## src/hdl/datapathPkg.sv

```systemverilog
`default_nettype none

package datapathPkg;

    localparam int wordWidth = 32;
    localparam int regCount  = 16;

    typedef logic [wordWidth-1:0]         wordT;
    typedef logic [$clog2(regCount)-1:0]  regIndexT;
    typedef logic [regCount-1:0]          regMaskT;   // One-hot or zero

    // Which unit drives the shared bus
    typedef enum logic [3:0] {
        srcNone,
        srcReg,
        srcPc,
        srcZHigh,
        srcZLow,
        srcHi,
        srcLo,
        srcMdr,
        srcInPort,
        srcConst
    } busSrcE;

endpackage

`default_nettype wire

```

## src/hdl/isaPkg.sv

```systemverilog
`default_nettype none

package isaPkg;

    // Opcode field values
    typedef enum logic [4:0] {
        ld    = 5'd0,
        ldi   = 5'd1,
        st    = 5'd2,
        add   = 5'd3,
        sub   = 5'd4,
        shr   = 5'd5,
        shl   = 5'd6,
        andOp = 5'd9,
        orOp  = 5'd10,
        addi  = 5'd11,
        mul   = 5'd14,
        neg   = 5'd16,
        notOp = 5'd17,
        br    = 5'd18,
        jr    = 5'd20,
        jal   = 5'd21,
        inOp  = 5'd22,
        outOp = 5'd23
    } opcodeE;

    // C2 field of a branch instruction
    typedef enum logic [1:0] {
        brzr,
        brnz,
        brpl,
        brmi
    } branchCondE;

    localparam int opMsb = 31;
    localparam int opLsb = 27;
    localparam int raMsb = 26;
    localparam int raLsb = 23;
    localparam int rbMsb = 22;
    localparam int rbLsb = 19;
    localparam int rcMsb = 18;
    localparam int rcLsb = 15;
    localparam int cMsb  = 18;   // Constant is sign-extended from here
    localparam int cLsb  = 0;
    localparam int c2Msb = 20;
    localparam int c2Lsb = 19;

endpackage

`default_nettype wire
```

## src/hdl/selectEncode.sv

```systemverilog
`timescale 1ns/100ps
`default_nettype none

module selectEncode (
    input  datapathPkg::wordT     irValue,
    input  logic                  gra,
    input  logic                  grb,
    input  logic                  grc,
    input  logic                  rIn,
    input  logic                  rOut,
    input  datapathPkg::regMaskT  regInMan,
    input  datapathPkg::regMaskT  regOutMan,
    output datapathPkg::regMaskT  writeMask,
    output datapathPkg::regIndexT readIndex,
    output logic                  regRead
);
    import datapathPkg::*;
    import isaPkg::*;

    regIndexT fieldIndex;
    regIndexT manIndex;

    always_comb begin
        if (gra)        fieldIndex = irValue[raMsb:raLsb];
        else if (grb)   fieldIndex = irValue[rbMsb:rbLsb];
        else if (grc)   fieldIndex = irValue[rcMsb:rcLsb];
        else            fieldIndex = '0;
    end

    // Scan down so the lowest set bit wins
    always_comb begin
        manIndex = '0;
        for (int i = regCount - 1; i >= 0; i--) begin
            if (regOutMan[i]) manIndex = regIndexT'(i);
        end
    end

    assign writeMask = regInMan | (regMaskT'(rIn) << fieldIndex);
    assign regRead   = rOut | (|regOutMan);
    assign readIndex = (|regOutMan) ? manIndex : fieldIndex;   // Manual mask has priority

endmodule

`default_nettype wire

```

## config.mk

```make
export PLATFORM = sky130hd
export DESIGN_NAME = selectEncode
export DESIGN_NICKNAME = d
export VERILOG_FILES = /design/src/hdl/datapathPkg.sv /design/src/hdl/isaPkg.sv /design/src/hdl/selectEncode.sv
export SDC_FILE = /design/constraint.sdc
export NUM_CORES = 1
export LEC_CHECK = 0
export ABC_CLOCK_PERIOD_IN_PS = 2000
export BUFFER_PORTS_ARGS = -buffer_cell sky130_fd_sc_hd__buf_2
export CORE_MARGIN = 3
export CORE_UTILIZATION = 27
export DETAILED_ROUTE_END_ITERATION = 10
export PLACE_DENSITY = 0.94
export SYNTH_ARGS = -nofsm -noshare
export SYNTH_HDL_FRONTEND = slang
export SYNTH_SLANG_ARGS = --single-unit
```

## constraint.sdc

```tcl
create_clock -name vclk -period 2
set_input_delay 0.2 -clock vclk [all_inputs]
set_output_delay 0.2 -clock vclk [all_outputs]
set_load 0.01 [all_outputs]
```

==> impl_metrics.yaml <==
worst_setup_path:
  crit_slowest_cell: "or4_4"
  end_kind: "output pin"
  cp_cell_sequence: "buf_2 -> or4_4 -> nor4b_4 -> nand3_2 -> or2_1 -> buf_2"
  critPathMaxStageDelay_ns: 0.55
  critPathKind: "in -> out"
  cp.arrival_ns: 1.68
  critical_path_buf_inv_count: 2
  crit_family: "simple AND/OR/NAND/NOR gates"
  required_ns: 1.80
  startpoint_type: "primary input"
  cp_max_fo: 4
  path_common_cell: "buf_2"
finish:
  area_growth_pct: 78.3
  nFlopsAndLatches: 0
  stdcell_count: 158
  multi_input_area_um2: 455
  n_fill_cell: 150
  layout.area.seq_um2: 0
  nClkBuffers: 0
  layout.nets: 213
  drive_gt1_share_pct: 54.2
  fin_area_um2: 852
  antenna_cells: 0
  postLayoutCoreUtil_pct: 54.0
route:
  first_pass_iters: 4
  detail_route.wl_per_cell_um: 12.5
  post-route-drc-count: 0
  drtAntennaViolNets: 0
  vias_per_cell: 5.30
  num_vias: 837
  wirelength_um: 1980
  dr.first_iter.drc_count: 8
job:
  drv_cap: 0
die:
  io_pins: 90
  dieArea_mm2: 0.00231
  core_area_mm2: 0.00158
  dieHeight_um: 48.1
  die_w_um: 48.1
  rows: 14
  start_util_pct: 30.3
sta:
  setup-tns-final_ns: 0
  timing.final.setup_violations: 0
  max-slew-margin-rel_pct: 65.0
  rsz0062_at_grt: "no"
  layout_setup_ws_ns: 0.124
  slew_violations: 0
  fin_crit_sh_pct: 93.8
  tightest_slew_ns: 0.521
  fin_crit_ns: 1.88
  fmax_mhz: 533
  hold_violations: 0
  whs_ns: 0.658
placed_design:
  dp_hpwl_um: 1730
  routabilityCongestion: 0.703
  numPlacedInstances: 158
  place_area_um2: 852
  portBuffers: 70
  dp_slack_ns: 0.123
global_route:
  antenna_found_initial: 0
  track_usage_pct: 14.6
  grt_pass1_wl_um: 2580
  grt_max_degree: 10
  grt_pass1_vias: 681
  overflow: 0
yosys:
  synth.top_cell.area_share_pct: 18.8
  ys_types: 31
  syn-num-nets: 141
  yosys.area.top_type: "a21o_1"
  ys_warn_count: 0
  synthCells: 72
  synthTopCellsByArea: "a21o_1 (19%), a31o_1 (7.3%), a22oi_1 (6.3%)"
  synth.most_common_cell: "a21o_1"
  ys_seq_area_share_pct: 0
  synth.avg_cell_area_um2: 6.64
  syn_area_um2: 478
  synth_commonest_cells: "a21o_1 (12), nor2_1 (7), inv_1 (5), nand2_1 (5)"
power_and_ir_drop:
  irDropWorstVdd_uv: 95.4
  p_leak_nw: 0.504
  power_uw: 178
  p_per_area_mw_per_mm2: 209
clocking:
  postCtsSetupBuffers: 0
  cts_resized: 0
  hold_buffers: 0
outcome:
  status: "complete, no violations"
min_path:
  hold_path.class: "in -> out"
cells by family after synthesis:
group,after synthesis,synth area share (%)
AOI/OAI and AO/OA,39,60.2
buffers and inverters,6,4.71
and+or+nand+nor,27,35.1
final timing paths:
kind,slack (ns),start,to,cells past startpoint
max,0.12,regOutMan[12],regRead,6
min,0.66,regInMan[12],writeMask[12],3
per-layer routing:
metal / track usage [%] / vias to the layer above / wire [µm]
li1: - / 422 / -
met1: 18.3 / 368 / 766
met2: 29.0 / 45 / 1050
met3: 0 / 2 / 144
met4: 0 / 0 / 14
met5: 0 / - / 0
placed cells by master, fill, tap and decap left out, drive strengths merged:
cell,n
o31ai,1
a221oi,1
nand2b,1
nand2,5
o31a,1
a211oi,1
nor4,2
o21bai,1
nor2,7
o32ai,1
o22a,1
nor2b,3
or4,1
or2,1
a31o,4
o21a,1
nand3,1
o21ai,6
inv,5
a21o,12
nor3,3
o211ai,1
a21boi,1
nor4b,1
a22oi,4
buf,71
a21oi,3
and3,2
area by class of cell:
type,instances,area share (%)
timing repair buffer,71,42.0
multi-input combinational,66,53.5
tap,16,2.35
inverter,5,2.20
power breakdown:
part | leakage, nW | internal [mW] | switching (mW)
clock | 0 | 0 | 0
sequential | 0 | 0 | 0
combinational | 0.504 | 0.0867 | 0.0910
total | 0.504 | 0.0867 | 0.0910
No activity file was read; power rests on OpenSTA's default activity.
