===== src/hdl/datapathPkg.sv =====
`default_nettype none

package datapathPkg;

    localparam int wordWidth = 32;
    localparam int regCount  = 16;

    typedef logic [wordWidth-1:0]         wordT;
    typedef logic [$clog2(regCount)-1:0]  regIndexT;
    typedef logic [regCount-1:0]          regMaskT;   // One-hot or zero

    // Which unit drives the shared bus
    typedef enum logic [3:0] {
        srcNone,
        srcReg,
        srcPc,
        srcZHigh,
        srcZLow,
        srcHi,
        srcLo,
        srcMdr,
        srcInPort,
        srcConst
    } busSrcE;

endpackage

`default_nettype wire


===== src/hdl/isaPkg.sv =====
`default_nettype none

package isaPkg;

    // Opcode field values
    typedef enum logic [4:0] {
        ld    = 5'd0,
        ldi   = 5'd1,
        st    = 5'd2,
        add   = 5'd3,
        sub   = 5'd4,
        shr   = 5'd5,
        shl   = 5'd6,
        andOp = 5'd9,
        orOp  = 5'd10,
        addi  = 5'd11,
        mul   = 5'd14,
        neg   = 5'd16,
        notOp = 5'd17,
        br    = 5'd18,
        jr    = 5'd20,
        jal   = 5'd21,
        inOp  = 5'd22,
        outOp = 5'd23
    } opcodeE;

    // C2 field of a branch instruction
    typedef enum logic [1:0] {
        brzr,
        brnz,
        brpl,
        brmi
    } branchCondE;

    localparam int opMsb = 31;
    localparam int opLsb = 27;
    localparam int raMsb = 26;
    localparam int raLsb = 23;
    localparam int rbMsb = 22;
    localparam int rbLsb = 19;
    localparam int rcMsb = 18;
    localparam int rcLsb = 15;
    localparam int cMsb  = 18;   // Constant is sign-extended from here
    localparam int cLsb  = 0;
    localparam int c2Msb = 20;
    localparam int c2Lsb = 19;

endpackage

`default_nettype wire

===== src/hdl/alu.sv =====
`timescale 1ns/100ps
`default_nettype none

module alu (
    input  datapathPkg::wordT                 opA,
    input  datapathPkg::wordT                 opB,
    input  isaPkg::opcodeE                    aluOp,
    input  logic                              incPc,
    output logic [2*datapathPkg::wordWidth-1:0] result
);
    import datapathPkg::*;
    import isaPkg::*;

    always_comb begin
        result = '0;   // High word stays zero except for mul
        if (incPc) begin
            result[wordWidth-1:0] = opB + 1'b1;
        end else begin
            case (aluOp)
                ld, ldi, st, add, addi:
                    result[wordWidth-1:0] = opA + opB;   // Address and immediate forms too
                sub:   result[wordWidth-1:0] = opA - opB;
                shr:   result[wordWidth-1:0] = opA >> opB[4:0];
                shl:   result[wordWidth-1:0] = opA << opB[4:0];
                andOp: result[wordWidth-1:0] = opA & opB;
                orOp:  result[wordWidth-1:0] = opA | opB;
                mul:   result = $signed(opA) * $signed(opB);   // Full signed product
                neg:   result[wordWidth-1:0] = -opB;
                notOp: result[wordWidth-1:0] = ~opB;
                default: result = '0;
            endcase
        end
    end

endmodule

`default_nettype wire


===== config.mk =====
export PLATFORM = sky130hd
export DESIGN_NAME = alu
export DESIGN_NICKNAME = d
export VERILOG_FILES = /design/src/hdl/datapathPkg.sv /design/src/hdl/isaPkg.sv /design/src/hdl/alu.sv
export SDC_FILE = /design/constraint.sdc
export NUM_CORES = 2
export LEC_CHECK = 0
export BUFFER_PORTS_ARGS = -buffer_cell sky130_fd_sc_hd__buf_2
export CAP_MARGIN = 10
export CORE_MARGIN = 4
export CORE_UTILIZATION = 45
export DETAILED_ROUTE_END_ITERATION = 12
export GPL_TIMING_DRIVEN = 0
export SETUP_SLACK_MARGIN = 0.02
export SYNTH_ARGS = -nofsm -noshare
export SYNTH_HDL_FRONTEND = slang
export SYNTH_SLANG_ARGS = --single-unit

===== constraint.sdc =====
create_clock -name vclk -period 17.9
set_clock_uncertainty 0.1 [all_clocks]
set_input_delay 2.685 -clock vclk [all_inputs]
set_output_delay 2.685 -clock vclk [all_outputs]
set_load 0.005 [all_outputs]

==> out/metrics.yaml <==
cts_resized: 0
rows: 114
routed_wl_um: 225000
grt_antenna_before_repair: 16
fmax_mhz: 56.6
fin_hold_ws_ps: 5960
critPathCapture: "result[57]"
layoutNonFillerInstCount: 6650
run_status: "finished clean"
max_stage_delay_ps: 960
syn_inst: 5214
drt_first_pass_iters: 6
drt_iter0_markers: 5355
syn_area_per_cell_um2: 8.47
maxCapViolCount: 0
synthDistinctLibCells: 87
dp.cells: 6633
layout-drive-gt1-share_pct: 4.89
ant_nets: 0
startpoint: "opB[3]"
synth.cell_area_mm2: 0.0442
register_area_um2: 0
post-cts-setup-buffers: 0
grt_usage_pct: 43.5
die_area_mm2: 0.103
endpoint_kind: "output port"
startpoint_type: "input port"
grt_pass1_vias: 41500
critical_path.slowest_cell: "buf_1"
setup_tns_ps: 0
worst_pin_slew_ps: 1450
setup_viol: 0
path_class: "input port to output port"
fp.dieH_um: 321
core-area_mm2: 0.0970
fin_area_mm2: 0.0467
mostFrequentLayoutCells: "fa_1, inv_1, nor2_1"
crit_path_max_fanout: 10
dp_hpwl_um: 188000
port_buffers: 130
synthesis.nets: 6650
vias: 41000
place_area_mm2: 0.0466
flops_and_latches: 0
fin_nets: 6799
final.period_utilization_pct: 98.7
drc: 0
dieWidth_um: 321
finalHoldViolations: 0
seq_area_frac_synth_pct: 0
clkbuf_count: 0
final_common_cell: "fa_1"
area_growth_pct: 5.81
vias_per_cell: 6.17
grt_max_degree: 27
grt_overflow: 0
timing.slew.headroom_pct: 3.39
start_util_pct: 45.5
drt-wirelength-per-cell_um: 33.8
drv_slew: 0
min_period_ps: 17660
hold_path.class: "input port to output port"
crit_top_cell: "fa_1"
ioPinCount: 134
cp.required_ps: 15110
rsz0062_at_grt: "false"
yosysWarnings: 0
gp_congestion: 1.09
postCtsHoldBufs: 0
critical_path_arrival_ps: 14880
grt_pass1_wl_um: 314000
[layer usage]
metal	track usage (%)	vias to the layer above	share of wire, %	routed length [µm]
li1	-	16400	-	-
met1	55.8	20800	37	82700
met2	62.9	2979	42	93500
met3	12.6	806	12	26800
met4	31.6	12	9.7	21800
met5	0.880	-	0.033	74
[critical path, delay by kind of cell]
kind / cells / cell delay [ps]
AOI/OAI and AO/OA: 4 / 1940
xor gates and xnor gates: 1 / 160
adders and majority gates: 9 / 4370
buffers and inverters: 10 / 4430
and+or+nand+nor: 5 / 1230
[metrics by stage]
step                worst slack [ps]  utilization [%]
finish                           235             48.2
global placement                76.4             47.8
CTS                              639             48.1
detailed placement               652             48.1
global route                     203             48.1
floorplan                       4060                -
[cell usage after synthesis (all sizes together), types with 11 or more instances]
master	n	area share, %
a31oi	16	0.23
o211ai	18	0.31
o21ai	131	1.5
nand4	16	0.23
xor2	43	0.85
o31ai	15	0.36
a211o	11	0.22
and2	11	0.16
nor2b	12	0.17
inv	1026	8.7
nor3	38	0.44
a221oi	20	0.43
a22oi	16	0.27
nand3	39	0.44
ha	282	8.0
mux2i	37	0.84
xnor2	96	1.9
nand2	597	5.1
nand2b	31	0.44
a21oi	212	2.4
a21o	54	0.92
nor2	748	6.4
and3	21	0.30
buf	102	0.96
o21bai	20	0.34
o22ai	44	0.62
o21a	17	0.29
mux4	52	2.7
clkbuf	203	1.7
or3	19	0.27
o221ai	27	0.54
clkinv	23	0.20
a211oi	31	0.58
fa	1084	49
[how the worst min path moves through the flow]
stage                  from         end  slack [ps]  cells after the start
global placement    opB[10]  result[11]        5930                      5
floorplan           opB[17]  result[17]        5440                      2
global route        opB[10]  result[11]        5980                      5
CTS                 opB[10]  result[11]        5940                      5
finish              opB[10]  result[11]        5960                      5
detailed placement  opB[10]  result[11]        5940                      5
[kinds of logic (layout without fill, tap and decap cells)]
family	count (synthesis)	in the layout	synth area share [%]
AO/OA/AOI/OAI	697	697	10.5
XOR/XNOR	139	139	2.76
adder cells (fa/ha/maj)	1366	1366	57.1
buffers and inverters	1354	1501	11.6
multiplexers	93	93	3.59
other	0	13	0
AND/OR/NAND/NOR	1565	1565	14.5
[layout make-up]
type / instances / area (µm²)
antenna: 13 / 32.5
buffer: 305 / 1180
fill: 9870 / 50300
inverter: 1049 / 3940
multi-input combinational: 3860 / 39100
tap: 1276 / 1600
timing repair buffer: 147 / 920
