`config.mk`:
```
export PLATFORM = sky130hd
export DESIGN_NAME = conFf
export DESIGN_NICKNAME = d
export VERILOG_FILES = /design/src/hdl/datapathPkg.sv /design/src/hdl/isaPkg.sv /design/src/hdl/conFf.sv
export SDC_FILE = /design/constraint.sdc
export NUM_CORES = 1
export LEC_CHECK = 0
export BUFFER_PORTS_ARGS = -buffer_cell sky130_fd_sc_hd__buf_4
export CAP_MARGIN = 20
export CORE_AREA = 2 2 39 41
export CTS_CLUSTER_DIAMETER = 50
export DETAILED_ROUTE_END_ITERATION = 16
export DIE_AREA = 0 0 41 43
export PLACE_DENSITY = 0.68
export SLEW_MARGIN = 25
export SYNTH_ARGS = -nofsm -noshare
export SYNTH_HDL_FRONTEND = slang
export SYNTH_SLANG_ARGS = --single-unit
export TNS_END_PERCENT = 1
```
`constraint.sdc`:
```
create_clock -name clk -period 1.55 [get_ports clk]
set_clock_uncertainty 0.1 [all_clocks]
set_input_delay 0.31 -clock clk [delete_from_list [all_inputs] [get_ports clk]]
set_output_delay 0.31 -clock clk [all_outputs]
set_load 0.005 [all_outputs]
```
`src/hdl/datapathPkg.sv`:
```
`default_nettype none

package datapathPkg;

    localparam int wordWidth = 32;
    localparam int regCount  = 16;

    typedef logic [wordWidth-1:0]         wordT;
    typedef logic [$clog2(regCount)-1:0]  regIndexT;
    typedef logic [regCount-1:0]          regMaskT;   // One-hot or zero

    // Which unit drives the shared bus
    typedef enum logic [3:0] {
        srcNone,
        srcReg,
        srcPc,
        srcZHigh,
        srcZLow,
        srcHi,
        srcLo,
        srcMdr,
        srcInPort,
        srcConst
    } busSrcE;

endpackage

`default_nettype wire

```
`src/hdl/isaPkg.sv`:
```
`default_nettype none

package isaPkg;

    // Opcode field values
    typedef enum logic [4:0] {
        ld    = 5'd0,
        ldi   = 5'd1,
        st    = 5'd2,
        add   = 5'd3,
        sub   = 5'd4,
        shr   = 5'd5,
        shl   = 5'd6,
        andOp = 5'd9,
        orOp  = 5'd10,
        addi  = 5'd11,
        mul   = 5'd14,
        neg   = 5'd16,
        notOp = 5'd17,
        br    = 5'd18,
        jr    = 5'd20,
        jal   = 5'd21,
        inOp  = 5'd22,
        outOp = 5'd23
    } opcodeE;

    // C2 field of a branch instruction
    typedef enum logic [1:0] {
        brzr,
        brnz,
        brpl,
        brmi
    } branchCondE;

    localparam int opMsb = 31;
    localparam int opLsb = 27;
    localparam int raMsb = 26;
    localparam int raLsb = 23;
    localparam int rbMsb = 22;
    localparam int rbLsb = 19;
    localparam int rcMsb = 18;
    localparam int rcLsb = 15;
    localparam int cMsb  = 18;   // Constant is sign-extended from here
    localparam int cLsb  = 0;
    localparam int c2Msb = 20;
    localparam int c2Lsb = 19;

endpackage

`default_nettype wire
```
`src/hdl/conFf.sv`:
```
`timescale 1ns/100ps
`default_nettype none

module conFf (
    input  logic              clk,
    input  logic              rstN,
    input  logic              conIn,
    input  datapathPkg::wordT irValue,
    input  datapathPkg::wordT busData,
    output logic              conFlag
);
    import isaPkg::*;

    branchCondE cond;
    logic       condMet;

    assign cond = branchCondE'(irValue[c2Msb:c2Lsb]);

    always_comb begin
        case (cond)
            brzr:    condMet = (busData == '0);
            brnz:    condMet = (busData != '0);
            brpl:    condMet = !busData[31];   // Zero counts as non-negative
            brmi:    condMet = busData[31];
            default: condMet = 1'b0;
        endcase
    end

    always_ff @(posedge clk or negedge rstN) begin
        if (!rstN)      conFlag <= 1'b0;
        else if (conIn) conFlag <= condMet;
    end

endmodule

`default_nettype wire

```
==> results.cfg <==
[status]
status = finished clean

[floorplan]
die_h_um = 43
rows = 14
ioPinCount = 68
start_util_pct = 11.4
coreArea_um2 = 1380
die_area_um2 = 1760
die_w_um = 41

[timing]
setup_viol = 0
slew_viol_final = 0
rsz0062_at_grt = true
slew_headroom_pct = 87.0
timing.final.ws_setup_ps = 25.7
worstMarginPinSlew_ps = 193
hold_violations = 0
clock.fmax_ghz = 0.656
finalCritPeriodShare_pct = 98.3
fin_crit_ps = 1520
hold-worst-slack_ps = 422

[critical_path]
critPathKind = input port to flip-flop
start_kind = input port
crit_chain = buf_4, nor4_2, nand3_1, or4_1, nand3_1
worst_path_max_delay_cell = or4_1
crit_top_cell = nand3_1
crit_family = simple AND/OR/NAND/NOR gates
critPathCaptureType = flip-flop
max_stage_delay_ps = 480
crit_required_ps = 1380
crit_arrival_ps = 1350
crit_buf_inv = 1
worstPathMaxFanout = 2

[grt]
grtUsageTotal_pct = 9.19
antenna_found_initial = 0
grt_pass1_vias = 324
globalRoute.totalOverflow = 0
grt_max_degree = 4
grt_pass1_wl_um = 1210

[routing]
wl_met3_um = 84
first_pass_iters = 1
drtIter0Drc = 0
post_drt_wl_per_cell_um = 10.0
wl_met2_um = 433
drc_errors = 0
ant_nets = 0
drt-met1-wl_um = 254
top_layer = met3
routed_wl_um = 772
vias_per_cell = 4.43
via_count = 341

[final_layout]
nets = 130
num_antenna_cells = 0
reg.largest.list = conFlag: 1 flops
drive_gt1_share_pct = 75.4
area_delta_synth_final_pct = 237
top_register = conFlag
largest_reg_flops = 1

[yosys]
synth_nets = 89
yosysTopAreaCellShare_pct = 19.8
syn_inst = 22
ys_seq_area_share_pct = 15.9
synth.distinct_cells = 14
synth_seq_cells = 1
avgSynthCellArea_um2 = 7.17
netlist_area_um2 = 158
synth_area_leaders = nor4_1, dfrtp_1, nor4_2
synth_top_cell_by_area = nor4_1
yosys_warnings = 0

[min_path]
worstHoldPathType = flip-flop to flip-flop

[run]
max_cap_viol_count = 0

[pwr]
leakage_nw = 0.236
peakVddDrop_uv = 74.4
powerDensity_nw_per_um2 = 267

[place]
dp_slack_ps = -127
io_buffers = 37
gp_congestion = 0.589

[cts]
clkTransAtPathRegs_ps = 0
clock_latency_ps = 0
==> kinds of logic after synthesis <==
logic type / synth area share [%]
and+or+nand+nor: 73.0
AOI/OAI and AO/OA: 8.73
DFF: 15.9
buffers and inverters: 2.38
==> cell usage in the layout, fill, tap and decap left out <==
cell           synthesis  layout
inv_1                  1       1
nand2b_1               2       2
nor2_1                 2       2
nor4_2                 2       5
nor3_1                 1       1
a221oi_2               0       1
dlygate4sd3_1          0       1
nor4_4                 0       2
nand4_1                1       1
and3_1                 1       1
dfrtp_1                1       1
nand2_1                1       1
nand3_1                2       2
o21ai_0                1       1
or4_1                  1       1
buf_4                  0      37
buf_6                  0       1
==> report_power, final <==
| part | internal (mW) | leakage [nW] | switching (mW) |
|---|---|---|---|
| Combinational | 0.0766 | 0.224 | 0.0330 |
| Sequential | 0.0299 | 0.0114 | 0.00228 |
| Clock | 0 | 0 | 0 |
==> synth_stat cells <==
cell type  count
nor4_1         5
and3_1         1
dfrtp_1        1
or4_1          1
nor3_1         1
nor4_2         2
a221oi_1       1
o21ai_0        1
nand4_1        1
inv_1          1
nand3_1        2
nor2_1         2
nand2b_1       2
nand2_1        1
==> layout make-up <==
class / count / area (um2)
flip-flops and latches: 1 / 25.0
repair buffers: 39 / 299
multi-input cells: 20 / 184
fillers: 156 / 852
inverters: 1 / 3.75
well taps: 16 / 20.0
==> metal layers <==
metal / GRT usage, % / up-vias
li1: - / 169
met1: 11.1 / 151
met2: 17.8 / 21
met3: 0 / 0
met4: 0 / 0
met5: 0 / -
==> final timing paths <==
kind | from | endpoint | slack, ps | depth (start not counted)
hold reg to reg | conFlag | conFlag | 420 | 2
min in group asynchronous | rstN | conFlag | 540 | 2
setup / recovery | busData[19] | conFlag | 30 | 5
hold / removal | conFlag | conFlag | 420 | 2
setup reg to reg | conFlag | conFlag | 620 | 2
max in group asynchronous | rstN | conFlag | 730 | 2
==> worst register-to-register path: cells and delay by family, from the launching register on <==
kind / cells / cell delay (ps)
simple gates: 1 / 100
flops: 1 / 370
compound gates: 1 / 240
==> per-stage QoR <==
stage	instance area, um2	total power [mW]	util [%]	cells	TNS (ps)
6_report	532	0.142	38.4	77	0
4_1_cts	507	0.135	36.6	77	0
3_5_place_dp	463	0.125	33.5	76	-127
5_1_grt	532	0.151	38.4	77	-56.8
3_3_place_gp	463	0.122	33.5	76	-103
2_1_floorplan	158	0.0456	-	22	0
==> repair_timing <==
item,CTS,global route
resized for setup,5,4
setup buffers,0,0
hold buffers,1,0
endpoints found under the setup margin,1,1
endpoints found under the hold margin,1,0
pin swaps,4,1
gates cloned,0,0
Note: power is estimated with default switching activity, not from simulation.
