File: config.mk
export PLATFORM = sky130hd
export DESIGN_NAME = regFile
export DESIGN_NICKNAME = d
export VERILOG_FILES = /design/src/hdl/datapathPkg.sv /design/src/hdl/regFile.sv
export SDC_FILE = /design/constraint.sdc
export NUM_CORES = 1
export LEC_CHECK = 0
export ABC_AREA = 1
export BUFFER_PORTS_ARGS = -buffer_cell sky130_fd_sc_hd__buf_2
export CORE_MARGIN = 8
export CORE_UTILIZATION = 39
export CTS_CLUSTER_SIZE = 16
export DETAILED_ROUTE_END_ITERATION = 8
export PLACE_DENSITY = 0.6
export RECOVER_POWER = 25
export SLEW_MARGIN = 0
export SYNTH_ARGS = -nofsm -noshare
export SYNTH_HDL_FRONTEND = slang
export SYNTH_SLANG_ARGS = --single-unit
export TNS_END_PERCENT = 30
File: constraint.sdc
create_clock -name clk -period 1.52 [get_ports clk]
set_input_delay 0.152 -clock clk [delete_from_list [all_inputs] [get_ports clk]]
set_output_delay 0.152 -clock clk [all_outputs]
set_load 0.05 [all_outputs]
File: src/hdl/datapathPkg.sv
`default_nettype none

package datapathPkg;

    localparam int wordWidth = 32;
    localparam int regCount  = 16;

    typedef logic [wordWidth-1:0]         wordT;
    typedef logic [$clog2(regCount)-1:0]  regIndexT;
    typedef logic [regCount-1:0]          regMaskT;   // One-hot or zero

    // Which unit drives the shared bus
    typedef enum logic [3:0] {
        srcNone,
        srcReg,
        srcPc,
        srcZHigh,
        srcZLow,
        srcHi,
        srcLo,
        srcMdr,
        srcInPort,
        srcConst
    } busSrcE;

endpackage

`default_nettype wire

File: src/hdl/regFile.sv
`timescale 1ns/100ps
`default_nettype none

module regFile (
    input  logic                  clk,
    input  logic                  rstN,
    input  datapathPkg::regMaskT  writeMask,
    input  datapathPkg::regIndexT readIndex,
    input  logic                  baOut,
    input  datapathPkg::wordT     busData,
    output datapathPkg::wordT     regData
);
    import datapathPkg::*;

    wordT regs [regCount];

    always_ff @(posedge clk or negedge rstN) begin
        if (!rstN) begin
            for (int i = 0; i < regCount; i++) regs[i] <= '0;
        end else begin
            for (int i = 0; i < regCount; i++) begin
                if (writeMask[i]) regs[i] <= busData;
            end
        end
    end

    // R0 reads as zero in base-address mode
    assign regData = (baOut && readIndex == '0) ? '0 : regs[readIndex];

endmodule

`default_nettype wire

==> flow_summary_export.csv <==
group,metric,value,unit
setup_path,worst_r2r_endpoint,"regs[315]$_DFFE_PN0P_",
timing,whs,0.0329,ns
setup_path,crit_type,"reg -> out",
floorplan,dieArea,72800,um^2
grt,grt_util_met1,28.9,%
grt,grtUsageTotal,20.1,%
timing,slew_viol_final,0,
clocking,insertion_delay,0.60,ns
grt,grt_pass1_wl,119000,um
grt,grt.met2_usage,32.0,%
drt,firstDrtPassIters,5,
logic_synthesis,synth_cell_types,17,
grt,antenna_found_initial,2,
setup_path,reg2reg_depth,3,
setup_path,r2r_slack,0.78,ns
hold_path,whs_path_depth,4,
floorplan,design.core.area,64100,um^2
clocking,root_buffer,"clkbuf_16",
setup_path,critPathCaptureType,"output pin",
placement,dp_cells,4191,
hold_path,hp-class,"in -> reg",
clocking,cts_buffers,56,
floorplan,fp.dieW,270,um
timing,layout_min_cycle_time,1.93,ns
logic_synthesis,yosysTopAreaCell,"dfrtp_1",
drt,wire_per_inst,17.0,um
drt,first_iter_violations,1518,
placement,hpwl,43700,um
floorplan,die_y,270,um
power_and_ir_drop,leakage,0.0153,uW
setup_path,cp-start-kind,"flop",
drt,vias,21100,
setup_path,cp.arrival,1.78,ns
logic_synthesis,synth_area,25100,um^2
cells_and_area,syn_to_final_growth,18.4,%
timing,fmax,518,MHz
timing,fin_crit_sh,127,%
logic_synthesis,synth_nets,3479,
run_status,status,"complete, but fails checks",
timing,setup_viol,43,
cells_and_area,fin_cells,4333,
cells_and_area,largest_reg_flops,512,
logic_synthesis,synth.top_cell.area_share,51.0,%
floorplan,io_pins,87,
floorplan,num_rows,93,
setup_path,required,1.37,ns
power_and_ir_drop,p_per_area,1170,nW/um^2
grt,grt_remaining_overflow,0,
placement,place.gp.congestion,0.777,
drt,drtAntennaViolNets,0,
cells_and_area,drive_gt1_share,11.8,%
cells_and_area,fin_nets,3488,
hold_path,holdPathEnd,"regs[300]$_DFFE_PN0P_",
clocking,cts_max_level,2,
hold_path,hp-start,"writeMask[6]",
logic_synthesis,synth_warnings,0,
clocking,clk_pin_slew,0.06,ns
timing,worstMarginPinSlew,1.26,ns
grt,grt_max_degree,79,
clocking,clock_path_buffers,3,
run,max_cap_violations,0,
cells_and_area,regMostFlops,"regs",
grt,grt_pass1_vias,20400,
cells_and_area,diodes,0,
drt,drc,0,
timing,setup_slack,-0.409,ns
clocking,cts_tree,"built",
logic_synthesis,synth-seq-cells,512,
setup_path,critPathMaxFanout,2,
clocking,clock-sinks,512,
grt,met3_usage,2.74,%
logic_synthesis,synth_seq_area_share,51.0,%
timing,rsz0062_at_grt,"yes",
placement,dpl_worst_slack,-0.207,ns
run_status,violations,"negative setup slack",
grt,grt_most_used_layer,"met2",
logic_synthesis,synthTopCellsByArea,"dfrtp_1 51%, nand2_1 18%, o21ai_0 10%",
timing,clock_skew,0,ns
cells_and_area,top_regs,"regs: 512 flops",
logic_synthesis,avgSynthCellArea,7.34,um^2
timing,hold_violations,0,
floorplan,start_util,39.2,%
timing,slew_headroom,16.1,%
logic_synthesis,syn_inst,3424,
setup_path,rr_startpoint,"regs[315]$_DFFE_PN0P_",
drt,via_per_inst,4.86,
power_and_ir_drop,peakVddDrop,0.838,mV
drt,routed_wirelength,73800,um
placement,port_buffers,86,
metrics by stage:
| step | power (uW) | area [um^2] | TNS [ns] | util [%] |
|---|---|---|---|---|
| 6_report | 34900 | 29800 | -10.81 | 46.4 |
| 5_1_grt | 36600 | 29800 | -19.95 | 46.4 |
| 4_1_cts | 35200 | 29700 | -12.22 | 46.3 |
| 3_5_place_dp | 20900 | 27000 | -4.94 | 42.2 |
| 3_3_place_gp | 20800 | 27000 | -5.07 | 42.2 |
| 2_1_floorplan | 19000 | 25300 | -0.758 | - |
cell usage after synthesis:
library cell  count
a21oi_1          20
a21oi_2          12
buf_1            35
buf_2            75
buf_4             7
buf_6            12
clkbuf_1        152
dfrtp_1         512
inv_1           545
inv_2             1
inv_4             1
nand2_1        1184
nand3_1         353
nor2_1            1
nor2_2            1
nor3_4            1
o21ai_0         512
worst max-delay path by stage:
stage	endpoint	slack [ns]	from
final	regData[30]	-0.41	regs[318]$_DFFE_PN0P_
after CTS	regData[30]	-0.44	regs[126]$_DFFE_PN0P_
after floorplan	regData[11]	-0.03	readIndex[0]
after global placement	regData[24]	-0.21	readIndex[2]
after detailed placement	regData[22]	-0.21	readIndex[2]
after global routing	regData[30]	-0.53	regs[350]$_DFFE_PN0P_
cell type report:
cell class	count	area, um^2
sequential	512	12800
clock inverter	13	148
tap	855	1070
fill	6227	34400
inverter	547	2070
timing repair buffer	232	2470
multi-input combinational	2084	9460
clock buffer	90	1730
cell families (layout without fill, tap and decap cells):
group	after synthesis	count (layout)	synth area share, %
AND/OR/NAND/NOR	1540	1540	24.8
AO/OA/AOI/OAI	544	544	11.0
buffers and inverters	828	882	13.2
flip-flops	512	512	51.0
power by group:
group / total, uW / internal, uW / switching [uW]
clock network: 13900 / 8250 / 5610
logic: 5930 / 1940 / 3990
registers: 15200 / 14800 / 316
what timing repair did:
item / CTS / global route
setup buffers: 0 / 2
endpoints found under the hold margin: 1024 / 0
gates cloned: 0 / 0
pin swaps: 59 / 55
setup endpoints to repair: 32 / 49
gates resized for setup: 114 / 65
hold buffers: 37 / 0
critical path, stage by stage (launching register included):
cell and delay, ns:
dfrtp_1 0.34, inv_2 0.04, nand2_2 0.06, nand3_2 0.07, nand2_2 0.08, nand2_2 0.05, nand2_2 0.06, inv_2 0.05
a21oi_4 0.22, buf_6 0.19
cells in the final DEF, fill, tap and decap left out:
master	n
inv_2	38
a21oi_2	13
nand3_2	34
o21ai_0	512
buf_4	53
nand3_1	319
clkbuf_16	57
inv_1	507
nand2_2	23
a21oi_4	19
buf_8	11
bufinv_16	3
buf_2	51
clkinv_2	8
buf_12	48
clkbuf_4	4
dlygate4sd3_1	36
inv_8	1
buf_6	24
dfrtp_1	512
clkbuf_1	18
clkbuf_8	18
nand2_1	1161
nor2_4	2
clkbuf_2	1
inv_6	3
dlymetal6s4s_1	1
nor3_4	1
metal layers:
layer / vias to the layer above / share of wire [%]
li1: 10400 / -
met1: 10000 / 48
met2: 500 / 45
met3: 106 / 5.2
met4: 2 / 2.1
met5: - / 0.0095
(Power assumes the default switching activity.)
