[config.mk]
export PLATFORM = sky130hd
export DESIGN_NAME = busMux
export DESIGN_NICKNAME = d
export VERILOG_FILES = /design/src/hdl/datapathPkg.sv /design/src/hdl/isaPkg.sv /design/src/hdl/busMux.sv
export SDC_FILE = /design/constraint.sdc
export NUM_CORES = 1
export LEC_CHECK = 0
export BUFFER_PORTS_ARGS = -buffer_cell sky130_fd_sc_hd__buf_2
export CAP_MARGIN = 0
export CORE_AREA = 2 2 129 131
export DETAILED_ROUTE_END_ITERATION = 6
export DIE_AREA = 0 0 131 133
export GPL_ROUTABILITY_DRIVEN = 0
export MAX_ROUTING_LAYER = met4
export REMOVE_ABC_BUFFERS = 1
export SETUP_SLACK_MARGIN = 0.02
export SLEW_MARGIN = 20
export SYNTH_ARGS = -nofsm -noshare
export SYNTH_HDL_FRONTEND = slang
export SYNTH_SLANG_ARGS = --single-unit
[constraint.sdc]
create_clock -name vclk -period 2.5
set_input_delay 0.25 -clock vclk [all_inputs]
set_output_delay 0.25 -clock vclk [all_outputs]
set_load 0.01 [all_outputs]
[src/hdl/datapathPkg.sv]
`default_nettype none

package datapathPkg;

    localparam int wordWidth = 32;
    localparam int regCount  = 16;

    typedef logic [wordWidth-1:0]         wordT;
    typedef logic [$clog2(regCount)-1:0]  regIndexT;
    typedef logic [regCount-1:0]          regMaskT;   // One-hot or zero

    // Which unit drives the shared bus
    typedef enum logic [3:0] {
        srcNone,
        srcReg,
        srcPc,
        srcZHigh,
        srcZLow,
        srcHi,
        srcLo,
        srcMdr,
        srcInPort,
        srcConst
    } busSrcE;

endpackage

`default_nettype wire

[src/hdl/isaPkg.sv]
`default_nettype none

package isaPkg;

    // Opcode field values
    typedef enum logic [4:0] {
        ld    = 5'd0,
        ldi   = 5'd1,
        st    = 5'd2,
        add   = 5'd3,
        sub   = 5'd4,
        shr   = 5'd5,
        shl   = 5'd6,
        andOp = 5'd9,
        orOp  = 5'd10,
        addi  = 5'd11,
        mul   = 5'd14,
        neg   = 5'd16,
        notOp = 5'd17,
        br    = 5'd18,
        jr    = 5'd20,
        jal   = 5'd21,
        inOp  = 5'd22,
        outOp = 5'd23
    } opcodeE;

    // C2 field of a branch instruction
    typedef enum logic [1:0] {
        brzr,
        brnz,
        brpl,
        brmi
    } branchCondE;

    localparam int opMsb = 31;
    localparam int opLsb = 27;
    localparam int raMsb = 26;
    localparam int raLsb = 23;
    localparam int rbMsb = 22;
    localparam int rbLsb = 19;
    localparam int rcMsb = 18;
    localparam int rcLsb = 15;
    localparam int cMsb  = 18;   // Constant is sign-extended from here
    localparam int cLsb  = 0;
    localparam int c2Msb = 20;
    localparam int c2Lsb = 19;

endpackage

`default_nettype wire
[src/hdl/busMux.sv]
`timescale 1ns/100ps
`default_nettype none

module busMux (
    input  logic              incPc,
    input  logic              pcOut,
    input  logic              zHighOut,
    input  logic              zLowOut,
    input  logic              hiOut,
    input  logic              loOut,
    input  logic              mdrOut,
    input  logic              inPortOut,
    input  logic              cOut,
    input  logic              regRead,
    input  datapathPkg::wordT regData,
    input  datapathPkg::wordT pcValue,
    input  datapathPkg::wordT zHigh,
    input  datapathPkg::wordT zLow,
    input  datapathPkg::wordT hiValue,
    input  datapathPkg::wordT loValue,
    input  datapathPkg::wordT mdrValue,
    input  datapathPkg::wordT inPortValue,
    input  datapathPkg::wordT irValue,
    output datapathPkg::wordT busData
);
    import datapathPkg::*;
    import isaPkg::*;

    busSrcE busSrc;
    wordT   constValue;

    // Fixed priority since only one strobe is expected at a time
    always_comb begin
        if (regRead)                busSrc = srcReg;
        else if (pcOut || incPc)    busSrc = srcPc;   // PC increment needs PC as operand B
        else if (zHighOut)          busSrc = srcZHigh;
        else if (zLowOut)           busSrc = srcZLow;
        else if (hiOut)             busSrc = srcHi;
        else if (loOut)             busSrc = srcLo;
        else if (mdrOut)            busSrc = srcMdr;
        else if (inPortOut)         busSrc = srcInPort;
        else if (cOut)              busSrc = srcConst;
        else                        busSrc = srcNone;
    end

    assign constValue = {{(wordWidth-cMsb-1){irValue[cMsb]}}, irValue[cMsb:cLsb]};

    always_comb begin
        case (busSrc)
            srcReg:    busData = regData;
            srcPc:     busData = pcValue;
            srcZHigh:  busData = zHigh;
            srcZLow:   busData = zLow;
            srcHi:     busData = hiValue;
            srcLo:     busData = loValue;
            srcMdr:    busData = mdrValue;
            srcInPort: busData = inPortValue;
            srcConst:  busData = constValue;
            default:   busData = '0;   // Idle bus
        endcase
    end

endmodule

`default_nettype wire

==> flow_summary.json, run 1 <==
{
  "yosysSeqAreaShare_pct": 0,
  "synth_warnings": 0,
  "min-delay-start": "inPortValue[11]",
  "netlist_instances": 329,
  "grt_max_degree": 43,
  "arrival_ns": 2.14,
  "area.growth.synth_to_final_pct": 94.9,
  "drt-total-wl_um": 15400,
  "drive_gt1_share_pct": 56.4,
  "tightest_slew_ns": 0.727,
  "die_h_um": 133,
  "cp_max_fo": 16,
  "avgSynthCellArea_um2": 6.49,
  "drcViolationCount": 0,
  "met1_usage_pct": 23.2,
  "grt_pass1_wl_um": 22700,
  "seq_cell_count": 0,
  "critical_path_class": "input pin to output port",
  "core_area_um2": 16200,
  "routed_via_density": 4.92,
  "grt_pass1_vias": 4073,
  "hold_viol_final": 0,
  "antenna_left": 0,
  "port_buffers": 317,
  "cap_violations": 0,
  "hold_buffers": 0,
  "dr.first_iter.drc_count": 425,
  "final_common_cell": "buf_2",
  "final.setup.tns_ns": 0,
  "gr-usage-met2_pct": 26.9,
  "die-area_um2": 17400,
  "route.detailed.wl_per_inst_um": 18.0,
  "cp.required_ns": 2.25,
  "hold_end": "busData[11]",
  "final_nets": 938,
  "slew_headroom_pct": 51.5,
  "met3_usage_pct": 2.59,
  "vdd_drop_max_uv": 41.1,
  "worstHoldPathType": "input pin to output port",
  "cp-end-kind": "output port",
  "vias": 4227,
  "antenna_found_initial": 1,
  "drtPass1Iterations": 6,
  "finalCritPeriodShare_pct": 95.8,
  "leakage_nw": 2.08,
  "hpwlAfterDp_um": 12000,
  "pin_count": 330,
  "rows": 47,
  "gr-total-overflow": 0,
  "slew_violations": 0,
  "power_per_cell_area_nw_per_um2": 162,
  "track_usage_pct": 17.0,
  "max_freq_mhz": 418,
  "holdPathStages": 3,
  "die_w_um": 131,
  "status": "complete, no violations",
  "initial_core_util_pct": 13.2,
  "synth.cell_area_um2": 2140,
  "layout_common_cells": "317 x buf_2, 60 x nand2_1, 48 x a22oi_1, 30 x o21ai_0, 22 x buf_4",
  "grt_setup_unrepaired": "yes",
  "setup_viol": 0,
  "clock_buffers": 0,
  "startpoint_type": "input pin",
  "min_period_ns": 2.39,
  "ys_types": 44,
  "worst_hold_slack_ns": 0.788,
  "seqCellArea_um2": 0,
  "top_usage_layer": "met2"
}
==> per-stage QoR <==
stage	utilization [%]	power (W)	worst slack (ns)	std cells	instance area (um2)
finish	25.7	0.000672	0.106	859	4160
CTS	25.3	0.000659	0.0396	854	4090
global placement	25.3	0.000651	0.0111	854	4090
floorplan	-	0.000252	0.0470	292	1960
detailed placement	25.3	0.000656	0.0453	854	4090
global route	25.7	0.000734	0.0182	859	4160
==> synthesized netlist by cell type (2+ instances only) <==
master | count | area, um2
a211o_1 | 18 | 158
a211oi_1 | 2 | 15.0
a21o_1 | 2 | 15.0
a21oi_1 | 16 | 80.1
a221o_1 | 18 | 180
a221oi_1 | 11 | 96.3
a222oi_1 | 2 | 20.0
a22o_1 | 11 | 96.3
a22oi_1 | 48 | 360
and2_1 | 3 | 18.8
buf_2 | 9 | 45.0
buf_6 | 3 | 33.8
clkbuf_1 | 24 | 90.1
inv_1 | 3 | 11.3
mux2i_1 | 3 | 30.0
nand2_1 | 60 | 225
nand3_1 | 5 | 25.0
nor2_1 | 5 | 18.8
nor2b_1 | 2 | 12.5
nor4_4 | 2 | 42.5
o2111ai_1 | 2 | 17.5
o211ai_1 | 3 | 22.5
o21ai_0 | 30 | 150
o221ai_1 | 10 | 87.6
o22ai_1 | 17 | 106
or2_2 | 2 | 12.5
==> layer usage <==
| metal | vias to the layer above | wire length, um |
|---|---|---|
| met5 | - | 0 |
| met4 | 0 | 206 |
| met3 | 23 | 1350 |
| met2 | 276 | 7220 |
| met1 | 1938 | 6650 |
| li1 | 1990 | - |
==> critical path: stages <==
cell,delay [ns]
buf_2,0.14
or4_4,0.58
nor4_4,0.30
buf_6,0.24
a22oi_1,0.09
o22a_1,0.23
o211ai_1,0.13
buf_2,0.18
==> kinds of logic after synthesis <==
family / count (synthesis) / share of synthesized area, %
multiplexers: 3 / 1.41
AND/OR/NAND/NOR: 89 / 20.6
AO/OA/AOI/OAI: 197 / 69.2
buffers and inverters: 40 / 8.79
==> how the worst max path moves through the flow <==
| stage | start | to | cells after the start |
|---|---|---|---|
| floorplan | regRead | busData[17] | 5 |
| global placement | regRead | busData[18] | 8 |
| detailed placement | regRead | busData[18] | 8 |
| CTS | regRead | busData[18] | 8 |
| global route | regRead | busData[18] | 8 |
| finish | regRead | busData[18] | 8 |
==> layout make-up <==
cell class	count	area [um2]
fill	1824	12000
multi-input combinational	289	2000
timing repair buffer	346	1870
tap	220	275
antenna	1	2.50
inverter	3	11.3
==> timing repair <==
item | 4_1_cts | 5_1_grt
endpoints found under the setup margin | 0 | 8
buffers inserted | 0 | 4
endpoints found under the hold margin | 0 | 0
resized for setup | 0 | 4
==> where the power goes <==
part / internal (W) / switching [W]
clock: 0.0000000000535 / 0
sequential: 0 / 0
combinational: 0.000350 / 0.000322
total: 0.000350 / 0.000322
Power figures use the tool's default switching activity.
==> inputs of run 2 (changes only) <==
PLACE_DENSITY = 0.49   (was default)
==> run 2 against run 1 <==
Sequential cell count stayed put. Critical endpoint is now busData[28]. Routed wire length grew 2.2%. Cell count decreased by 0.58%. Highest routed layer unchanged. Hold slack better by 0.0032 ns.
==> flow_summary.json, run 2 (synthesis results as in run 1) <==
{
  "cts_setup_buffers": 0,
  "slew_headroom_pct": 30.6,
  "drtPass1Iterations": 5,
  "antenna_left": 0,
  "rows": 47,
  "initial_core_util_pct": 13.2,
  "layout_common_cells": "317 x buf_2, 60 x nand2_1, 48 x a22oi_1, 30 x o21ai_0, 19 x buf_4",
  "route.detailed.wl_per_inst_um": 18.5,
  "core_area_um2": 16200,
  "slew_violations": 0,
  "grt_max_degree": 44,
  "drt-total-wl_um": 15800,
  "endpoint": "busData[28]",
  "worstHoldPathType": "input pin to output port",
  "startpoint_type": "input pin",
  "vias": 4114,
  "dpl_cell_area_um2": 4090,
  "area.growth.synth_to_final_pct": 91.6,
  "antenna_found_initial": 1,
  "drive_gt1_share_pct": 56.1,
  "hold_buffers": 0,
  "grt_pass1_vias": 4081,
  "cap_violations": 0,
  "power_per_cell_area_nw_per_um2": 160,
  "gr-total-overflow": 0,
  "finalInstanceArea_um2": 4090,
  "status": "complete, no violations",
  "dr.first_iter.drc_count": 307,
  "min_period_ns": 2.36,
  "switchingPower_w": 0.000314,
  "fillers": 1900,
  "die_h_um": 133,
  "die-area_um2": 17400,
  "switching_share_pct": 48.0,
  "combPwrFrac_pct": 100.0,
  "clock_buffers": 0,
  "final.setup.tns_ns": 0,
  "port_buffers": 317,
  "final_common_cell": "buf_2",
  "routed_via_density": 4.82,
  "grt_pass1_wl_um": 23100,
  "final_nets": 933,
  "max_freq_mhz": 424,
  "setup_viol": 0,
  "hold_viol_final": 0,
  "finalCritPeriodShare_pct": 94.3,
  "arrival_ns": 2.11,
  "tightest_slew_ns": 1.04,
  "seq_cell_count": 0,
  "fin_ws_ns": 0.143,
  "track_usage_pct": 17.5,
  "die_w_um": 131,
  "dp_slack_ns": 0.132,
  "cp.required_ns": 2.25,
  "cp_max_fo": 15,
  "cp-end-kind": "output port",
  "grt_setup_unrepaired": "no",
  "pin_count": 330,
  "cp-startpoint": "regRead",
  "pwr-share-seq_pct": 0,
  "critical_path_class": "input pin to output port",
  "seqCellArea_um2": 0,
  "hpwlAfterDp_um": 12200,
  "power.internal_w": 0.000340,
  "leakage_nw": 2.05,
  "vdd_drop_max_uv": 47.7,
  "clock_power_share_pct": 0,
  "drcViolationCount": 0
}
-- run 2: cell count changes in the layout (fill, tap and decap cells not counted), sizes merged --
cell	delta
buf	-5
-- run 2: layout make-up --
cell class	instances	area (um2)	share of cell area [%]
diodes	1	2.50	0.0612
inverters	3	11.3	0.275
multi-input cells	289	1980	48.4
well taps	220	275	6.73
repair buffers	341	1820	44.5
-- run 2: timing repair --
action                                  CTS  global route
endpoints found under the setup margin    0             1
endpoints found under the hold margin     0             0
gates resized for setup                   0             1
-- run 2: worst max-delay path: stages --
cell	delay, ns
buf_2	0.13
or4_4	0.58
nor4_4	0.27
buf_4	0.29
and2_1	0.22
a21oi_1	0.08
o2111ai_1	0.10
buf_2	0.17
-- run 2: power groups by stage --
stage,registers [W],clock network (W),logic [W]
6_report,0,0.0000000000535,0.000655
2_1_floorplan,0,0,0.000252
5_1_grt,0,0.0000000000535,0.000718
4_1_cts,0,0,0.000655
3_5_place_dp,0,0,0.000653
3_3_place_gp,0,0,0.000651
-- run 2: worst min path at each step --
stage / from / endpoint / slack [ns] / cells past startpoint
6_report: inPortValue[14] / busData[14] / 0.79 / 3
5_1_grt: inPortValue[15] / busData[15] / 0.80 / 3
4_1_cts: inPortValue[15] / busData[15] / 0.79 / 3
3_5_place_dp: inPortValue[0] / busData[0] / 0.79 / 3
3_3_place_gp: inPortValue[12] / busData[12] / 0.79 / 3
2_1_floorplan: inPortValue[0] / busData[0] / 0.64 / 1
-- run 2: per-stage QoR --
| stage | hold WS (ns) | utilization (%) | total power (W) | std cells |
|---|---|---|---|---|
| floorplan | 0.638 | - | 0.000252 | 292 |
| global placement | 0.787 | 25.3 | 0.000651 | 853 |
| detailed placement | 0.788 | 25.3 | 0.000653 | 853 |
| CTS | 0.791 | 25.3 | 0.000655 | 853 |
| global route | 0.803 | 25.3 | 0.000718 | 854 |
| finish | 0.791 | 25.3 | 0.000655 | 854 |
-- run 2: layer usage --
metal,vias to the layer above,track usage [%],share of wire (%)
met2,224,27.8,48
met3,19,1.33,6.1
met5,-,-,0
met4,0,2.60,1.5
li1,1975,-,-
met1,1896,24.6,45
